### src/verilog/audio_fft_pkg.sv
//********************
// shared types for the audio FFT path
// fixed-point twiddle constant functions
//********************
package audio_fft_pkg;

   typedef logic signed [23:0] audio_t;  // one audio sample
   typedef logic signed [31:0] fix_t;    // internal real or imag part
   typedef logic signed [15:0] tw_t;     // twiddle component, Q1.14
   typedef logic [63:0]        power_t;  // squared magnitude

   typedef struct packed {
      fix_t re;
      fix_t im;
   } cplx_t;

   typedef struct packed {
      logic  sop;
      logic  eop;
      cplx_t data;
   } fft_beat_t;

   typedef struct packed {
      logic   sop;
      logic   eop;
      power_t power;
   } power_beat_t;

   localparam int  TW_FRAC = 14;  // twiddle fraction bits
   localparam real PI      = 3.14159265358979323846;

   // round half away from zero
   function automatic int round_real(input real v);
      return (v < 0.0) ? -$rtoi(-v + 0.5) : $rtoi(v + 0.5);
   endfunction

   function automatic tw_t twiddle_cos(input int k, input int log2n);
      real ang;
      ang = 2.0 * PI * k / real'(1 << log2n);
      return tw_t'(round_real($cos(ang) * real'(1 << TW_FRAC)));
   endfunction

   // negative sine, so W = cos + j*twiddle_sin
   function automatic tw_t twiddle_sin(input int k, input int log2n);
      real ang;
      ang = 2.0 * PI * k / real'(1 << log2n);
      return tw_t'(round_real(-$sin(ang) * real'(1 << TW_FRAC)));
   endfunction

endpackage

### src/verilog/fft_frame_ctrl.sv
//********************
// FIFO reader that frames samples for the FFT core
//********************
`timescale 1ns/1ps

module fft_frame_ctrl #(
   parameter int FFT_LOG2N = 4
) (
   input  logic                  clk_50m,
   input  logic                  i_rst,
   input  logic                  i_empty,
   input  audio_fft_pkg::audio_t i_rd_data,
   input  logic                  i_ready,
   output logic                  o_rd,
   output logic                  o_valid,
   output audio_fft_pkg::cplx_t  o_sample,
   output logic                  o_sop,
   output logic                  o_eop
);
   import audio_fft_pkg::*;

   logic [FFT_LOG2N-1:0] rd_cnt;      // reads issued in this frame
   logic                 frame_done;  // N reads out, wait for ready to drop

   assign o_rd = !i_empty && i_ready && !frame_done;

   always_ff @(posedge clk_50m) begin
      if (i_rst) begin
         rd_cnt     <= '0;
         frame_done <= 1'b0;
         o_valid    <= 1'b0;
         o_sop      <= 1'b0;
         o_eop      <= 1'b0;
      end else begin
         o_valid <= o_rd;
         o_sop   <= o_rd && (rd_cnt == '0);
         o_eop   <= o_rd && (rd_cnt == '1);
         if (o_rd) rd_cnt <= rd_cnt + 1'b1;
         // ready stays high a little after the last sample, so hold off
         if (o_rd && (rd_cnt == '1)) begin
            frame_done <= 1'b1;
         end else if (!i_ready) begin
            frame_done <= 1'b0;
         end
      end
   end

   // FIFO output is already registered, just widen it
   assign o_sample.re = fix_t'(i_rd_data);
   assign o_sample.im = '0;

   // core drops ready only between frames
   a_ready_frame: assert property (@(posedge clk_50m) disable iff (i_rst)
      $fell(i_ready) |-> (rd_cnt == '0));

endmodule

### config.mk
export PLATFORM = sky130hd
export DESIGN_NAME = fft_frame_ctrl
export DESIGN_NICKNAME = d
export VERILOG_FILES = /design/src/verilog/audio_fft_pkg.sv /design/src/verilog/fft_frame_ctrl.sv
export SDC_FILE = /design/constraint.sdc
export NUM_CORES = 1
export LEC_CHECK = 0
export BUFFER_PORTS_ARGS = -buffer_cell sky130_fd_sc_hd__buf_2
export CAP_MARGIN = 20
export CORE_MARGIN = 5
export CORE_UTILIZATION = 30
export DETAILED_ROUTE_END_ITERATION = 10
export GPL_ROUTABILITY_DRIVEN = 1
export HOLD_SLACK_MARGIN = 0.1
export PLACE_DENSITY = 0.76
export SYNTH_ARGS = -nofsm -noshare
export SYNTH_HDL_FRONTEND = slang
export SYNTH_SLANG_ARGS = --single-unit
### constraint.sdc
create_clock -name clk_50m -period 1 [get_ports clk_50m]
set_clock_uncertainty 0.05 [all_clocks]
set_input_delay 0.25 -clock clk_50m [delete_from_list [all_inputs] [get_ports clk_50m]]
set_output_delay 0.25 -clock clk_50m [all_outputs]
set_load 0.05 [all_outputs]
==> summary.md, run 1 <==
| Metric | Value |
|---|---|
| Result of the run | complete, but fails checks |
| Violated checks | negative setup slack |
| Kind of path behind the tightest hold check | input pin to flop |
| Vias in the first global route | 316 |
| Reported max-cap violation count | 0 |
| Fraction of the mapped netlist area in adder cells | 2.99% |
| Synthesized area | 836 um2 |
| Vias per cell | 3.50 |
| Global-route total usage across every layer | 5.21% |
| Die boundary width | 62.8 um |
| Final Net Count | 111 |
| Time the final worst path needs with I/O delays and setup | 1.33 ns |
| Root buffer cell | sky130_fd_sc_hd__clkbuf_4 |
| Hold slack | 0.230 ns |
| Post-synthesis simple-gate area fraction | 12.7% |
| Initial antenna violation count | 0 |
| Global placer's final weighted congestion | 0.732 |
| Placeable core area | 0.00271 mm2 |
| Mux share of post-synthesis cell area | 2.54% |
| Worst-path cell chain | nor3b_4 -> buf_6 |
| Clock tree from TritonCTS | done |
| Synthesized instance count | 97 |
| Antenna Cells | 0 |
| Synthesized area divided by synthesized cell count | 8.62 um2 |
| Main combinational cell family by area after synthesis | buffers and inverters |
| Row cnt | 19 |
| Detailed route wirelength on metal2 | 511 um |
| First-pass GRT wire length | 1.43 mm |
| Die footprint | 0.00394 mm2 |
| Pin count of the biggest net entering global routing | 10 |
| Finished layout cell area | 687 um2 |
| Clk buf depth | 2 |
| Post-synth cell types | 18 |
| Placed inst area | 582 um2 |
| Yosys warnings | 0 |
| GRT Residual Overflow | 0 |
| Data arrival at the endpoint of the critical path | 1.03 ns |
| Xor and xnor area share after synthesis | 2.10% |
| Share of the synthesized area in compound gates (AO/OA/AOI/OAI) | 1.20% |
| Worst Setup Start Kind | flop |
| DRC errors left | 0 |
| Placed insts | 106 |
| Initial Util | 30.8% |
| Area share of the leading cell type in the synthesized netlist | 57.5% |
| Pleak | 0.000335 uW |
| Number of pins exceeding their max-slew limit in the final report | 0 |
| Slowest stage cell, crit path | sky130_fd_sc_hd__dfxtp_2 |
| Power per cell area | 1410 mW/mm2 |
| Max stage delay on crit path | 0.34 ns |
| Clock latency on the worst-skew pair | 0.26 ns |
| Crit. End Element | primary output |
| Count of routing violations after the opening detailed-route iteration | 12 |
| Max H-tree Level | 1 |
| Largest fanout of any net on the critical path | 4 |
| Cell types occupying the most area after synthesis | sky130_fd_sc_hd__buf_4, sky130_fd_sc_hd__dfxtp_1, sky130_fd_sc_hd__ha_1 |
| Die height | 62.8 um |
| Fin. Hold Viols | 0 |
| Part of the Yosys area used for sequential elements | 19.2% |
| Most common library cell in the layout ignoring fill and taps | sky130_fd_sc_hd__conb_1 |
| WL per Instance | 9.69 um |
| Leading area contributor after synthesis | sky130_fd_sc_hd__buf_4 |
| RSZ-0062 raised after global routing | yes |
| Clock-pin transition on the worst setup and hold timing paths | 0.05 ns |
| Final antenna-violating net count | 0 |
| Number of clock sinks | 8 |
| Uppermost layer routed | met4 |
| First-pass iteration count of the detailed router | 2 |
| Post-route worst setup slack | -0.334 ns |
| Drt total wl | 1.07 mm |
| Non-filler instance count after layout | 110 |
| Share of cells above drive strength 1 | 39.2% |
| Number of placed I/O pins | 96 |
| Register bit count reported by yosys | 8 |
| Number of buffers inserted by port buffering | 7 |
| Max Clk Rate | 0.750 GHz |
| M1 wire length | 267 um |
| Period Utilization, post-route | 133% |
| Layout Area Growth over Synthesis | -17.8% |
| Met3 WL post-DR | 214 um |
| Number of buffers created by CTS | 3 |
| Most frequent cells in the layout | sky130_fd_sc_hd__conb_1, sky130_fd_sc_hd__nor2_1, sky130_fd_sc_hd__dfxtp_2, sky130_fd_sc_hd__buf_4 |
| Path type of the worst setup path | flop to primary output |
| Placed wire-length estimate | 818 um |
| Required time reported for the critical path endpoint | 0.70 ns |
| Endpoints failing setup | 9 |
| Largest vdd supply drop | 0.792 mV |
| Number of vias in the routed layout | 385 |
| Fill cell total of the finished layout | 291 |
[worst paths after layout]
path                              endpoint  slack (ns)        from  cells after the start
worst max register to register   rd_cnt[1]       -0.20  frame_done                      5
worst max-delay path                  o_rd       -0.33  frame_done                      2
worst min-delay path             rd_cnt[0]        0.23       i_rst                      3
worst min register to register  frame_done        0.48  frame_done                      1
[timing repair]
item,in CTS,in global routing
resized for setup,15,4
pin swaps,1,3
buffers inserted,0,1
hold buffers,0,0
hold endpoints to repair,0,0
setup endpoints to repair,10,10
[per-layer routing]
layer	global-route usage (%)	vias up
met5	0	-
met3	3.78	10
li1	-	171
met4	8.49	0
met1	4.10	162
met2	6.48	42
[cells by family after synthesis]
group / count (synthesis)
AO/OA/AOI/OAI: 1
XOR/XNOR: 2
adder cells (fa/ha/maj): 2
buffers and inverters: 67
flip-flops: 8
multiplexers: 2
other: 1
AND/OR/NAND/NOR: 14
[per-stage QoR]
| step | utilization [%] | setup TNS (ns) | power (uW) | setup slack (ns) |
|---|---|---|---|---|
| CTS | 24.2 | -0.953 | 964 | -0.342 |
| global placement | 21.5 | -0.963 | 687 | -0.217 |
| floorplan | - | -1.40 | 1100 | -0.511 |
| finish | 25.3 | -1.04 | 967 | -0.334 |
| global route | 25.3 | -1.45 | 1010 | -0.380 |
| detailed placement | 21.5 | -1.04 | 689 | -0.223 |
[where the power goes]
group / internal, uW / total [uW] / switching [uW]
combinational: 57.4 / 371 / 313
clock: 138 / 257 / 119
sequential: 330 / 339 / 9.81
[flip-flops by register name (all words and copies together) (netlist names)]
signal / flops
frame_done: 1
o_sop: 1
o_valid: 1
rd_cnt: 4
o_eop: 1
[critical path, delay by kind of cell (launching register included)]
family	cells	cell delay, ns
flip-flops	1	0.34
AND/OR/NAND/NOR	1	0.24
buffers and inverters	1	0.20
[synth_stat cells]
| cell type | count |
|---|---|
| sky130_fd_sc_hd__and4bb_2 | 1 |
| sky130_fd_sc_hd__nand4_1 | 1 |
| sky130_fd_sc_hd__nor4b_2 | 1 |
| sky130_fd_sc_hd__dfxtp_1 | 8 |
| sky130_fd_sc_hd__nand2b_1 | 1 |
| sky130_fd_sc_hd__mux2_2 | 1 |
| sky130_fd_sc_hd__inv_1 | 3 |
| sky130_fd_sc_hd__mux2i_1 | 1 |
| sky130_fd_sc_hd__ha_1 | 2 |
| sky130_fd_sc_hd__xnor2_1 | 2 |
| sky130_fd_sc_hd__nand3_1 | 1 |
| sky130_fd_sc_hd__o21ba_2 | 1 |
| sky130_fd_sc_hd__or3_4 | 1 |
| sky130_fd_sc_hd__nor3b_4 | 1 |
| sky130_fd_sc_hd__conb_1 | 1 |
| sky130_fd_sc_hd__nor2_1 | 6 |
| sky130_fd_sc_hd__and2b_2 | 1 |
| sky130_fd_sc_hd__buf_4 | 64 |
[final cells by class]
type | count | area, um2 | share of cell area [%]
multi-input combinational | 53 | 334 | 48.6
sequential | 8 | 168 | 24.4
timing repair buffer | 12 | 113 | 16.4
tap | 31 | 38.8 | 5.65
clock buffer | 3 | 22.5 | 3.28
inverter | 3 | 11.3 | 1.64
Note: power is estimated with default switching activity, not from simulation.
==> run 2: changes to the inputs <==
Settings changed: SKIP_CTS_REPAIR_TIMING from default to 1.
==> run 2 against run 1 <==
  * The run still ends with negative setup slack left
  * Non-clock buffer count unchanged
  * Setup slack improved by 0.0073 ns
  * Cell area unchanged
  * Hold slack got worse by 0.0019 ns
  * Die area unchanged
  * Register-to-register slack about the same
  * Critical path depth unchanged
  * Sequential cell count unchanged
  * Combinational power about the same
  * Highest routed layer unchanged
  * Count of clock-buffer cells in the layout unchanged
  * Clock power about the same
  * Sequential share of layout area unchanged
==> summary.md, run 2 (synthesis gave the netlist of run 1 again) <==
| Metric | Value |
|---|---|
| Most frequent cells in the layout | sky130_fd_sc_hd__conb_1, sky130_fd_sc_hd__nor2_1, sky130_fd_sc_hd__dfxtp_2, sky130_fd_sc_hd__buf_4 (unchanged) |
| Share of cells above drive strength 1 | 39.2% (unchanged) |
| Max stage delay on crit path | 0.34 ns (about the same) |
| Finished layout cell area | 687 um2 (unchanged) |
| Met3 track demand over resource | 3.96% (was 3.78%) |
| Post-route worst setup slack | -0.327 ns (was -0.334 ns) |
| Antenna Cells | 0 (unchanged) |
| Final Net Count | 111 (unchanged) |
| Number of clock sinks | 8 (unchanged) |
| Row cnt | 19 (unchanged) |
| Largest fanout of any net on the critical path | 4 (unchanged) |
| Placed wire-length estimate | 818 um (unchanged) |
| Result of the run | complete, but fails checks (unchanged) |
| Die footprint | 0.00394 mm2 (unchanged) |
| Met1 layer usage reported by global route | 3.88% (was 4.10%) |
| RSZ-0062 raised after global routing | yes (unchanged) |
| Fill cell total of the finished layout | 286 (was 291) |
| Path type of the worst setup path | flop to primary output (unchanged) |
| Reported max-cap violation count | 0 (unchanged) |
| Fin. Hold Viols | 0 (unchanged) |
| Slowest stage cell, crit path | sky130_fd_sc_hd__dfxtp_2 (unchanged) |
| Most common library cell in the layout ignoring fill and taps | sky130_fd_sc_hd__conb_1 (unchanged) |
| First-pass iteration count of the detailed router | 2 (unchanged) |
| Crit. End Element | primary output (unchanged) |
| Global placer's final weighted congestion | 0.732 (unchanged) |
| Clock-pin transition on the worst setup and hold timing paths | 0.05 ns (about the same) |
| Vias in the first global route | 311 (was 316) |
| Worst flop-to-flop path startpoint | frame_done (unchanged) |
| Layout Area Growth over Synthesis | -17.8% (unchanged) |
| Data arrival at the endpoint of the critical path | 1.03 ns (about the same) |
| Worst-path cell chain | nor3b_4 -> buf_6 (unchanged) |
| Max Clk Rate | 0.754 GHz (was 0.750 GHz) |
| Layer carrying the most global-route usage | met4 (unchanged) |
| Top register by number of flip-flops | rd_cnt (unchanged) |
| Final antenna-violating net count | 0 (unchanged) |
| Kind of path behind the tightest hold check | input pin to flop (unchanged) |
| Number of buffers inserted by port buffering | 7 (unchanged) |
| Drt total wl | 1.08 mm (was 1.07 mm) |
| Startpoint of the worst hold path | i_rst (unchanged) |
| DRC errors left | 0 (unchanged) |
| Clock tree from TritonCTS | done (unchanged) |
| GRT Residual Overflow | 0 (unchanged) |
| Violated checks | negative setup slack (unchanged) |
| Number of vias in the routed layout | 382 (was 385) |
| Clk buf depth | 2 (unchanged) |
| Endpoints failing setup | 9 (unchanged) |
| Max H-tree Level | 1 (unchanged) |
| Worst Setup Start Kind | flop (unchanged) |
| Count of routing violations after the opening detailed-route iteration | 8 (was 12) |
| Max reg flops | 4 (unchanged) |
| Power per cell area | 1410 mW/mm2 (about the same) |
| First-pass GRT wire length | 1.37 mm (was 1.43 mm) |
| Met2 track demand over resource in global routing | 5.70% (was 6.48%) |
| Die height | 62.8 um (unchanged) |
| Number of placed I/O pins | 96 (unchanged) |
| Time the final worst path needs with I/O delays and setup | 1.33 ns (about the same) |
| Post-layout util | 25.3% (unchanged) |
| Timing startpoint of the critical path | frame_done (unchanged) |
| Placed inst area | 582 um2 (unchanged) |
| Root buffer cell | sky130_fd_sc_hd__clkbuf_4 (unchanged) |
| Global-route total usage across every layer | 4.96% (was 5.21%) |
| Number of buffers created by CTS | 3 (unchanged) |
| Pin count of the biggest net entering global routing | 10 (unchanged) |
| Placeable core area | 0.00271 mm2 (unchanged) |
| Period Utilization, post-route | 133% (about the same) |
| Required time reported for the critical path endpoint | 0.70 ns (about the same) |
| Die boundary width | 62.8 um (unchanged) |
| Number of pins exceeding their max-slew limit in the final report | 0 (unchanged) |
| Initial Util | 30.8% (unchanged) |
| Vias per cell | 3.47 (was 3.50) |
| Clock latency on the worst-skew pair | 0.26 ns (about the same) |
| Largest vdd supply drop | 0.787 mV (was 0.792 mV) |
| WL per Instance | 9.83 um (was 9.69 um) |
| Initial antenna violation count | 0 (unchanged) |
| Pleak | 0.000334 uW (was 0.000335 uW) |
[run 2: cell counts in the layout (fill, tap and decap cells not counted)]
Identical to the previous run, type by type.
[run 2: cell type report]
class                      count  area [um2]  area share (%)
sequential                     8         168            24.4
clock buffer                   3        22.5            3.28
multi-input combinational     53         334            48.6
inverter                       3        11.3            1.64
tap                           31        38.8            5.65
timing repair buffer          12         113            16.4
[run 2: report_power, final]
group	switching, uW	internal (uW)
registers	8.88	330
logic	313	57.6
clock network	119	138
[run 2: routing by layer]
layer | vias to the layer above | share of wire, %
li1 | 170 | -
met1 | 160 | 24
met2 | 42 | 50
met3 | 10 | 20
met4 | 0 | 6.7
met5 | - | 0
[run 2: critical path: cells and delay by family, from the launching register on]
| family | cells | cell delay [ns] |
|---|---|---|
| buf+inv | 1 | 0.19 |
| flops | 1 | 0.34 |
| simple gates | 1 | 0.23 |
[run 2: stage by stage]
| step | hold slack, ns | power [uW] | std cells | TNS (ns) | setup WS (ns) |
|---|---|---|---|---|---|
| floorplan | 0.265 | 1100 | 128 | -1.40 | -0.511 |
| global placement | 0.422 | 687 | 106 | -0.963 | -0.217 |
| detailed placement | 0.437 | 689 | 106 | -1.04 | -0.223 |
| CTS | 0.228 | 950 | 109 | -1.24 | -0.429 |
| global route | 0.243 | 1010 | 110 | -1.47 | -0.378 |
| finish | 0.228 | 966 | 110 | -1.03 | -0.327 |
[run 2: path summary, 6_finish.rpt]
| path | end | slack (ns) | cells past startpoint |
|---|---|---|---|
| setup / recovery | o_rd | -0.33 | 2 |
| hold / removal | rd_cnt[0] | 0.23 | 3 |
| setup reg to reg | rd_cnt[1] | -0.19 | 5 |
| hold reg to reg | frame_done | 0.48 | 1 |
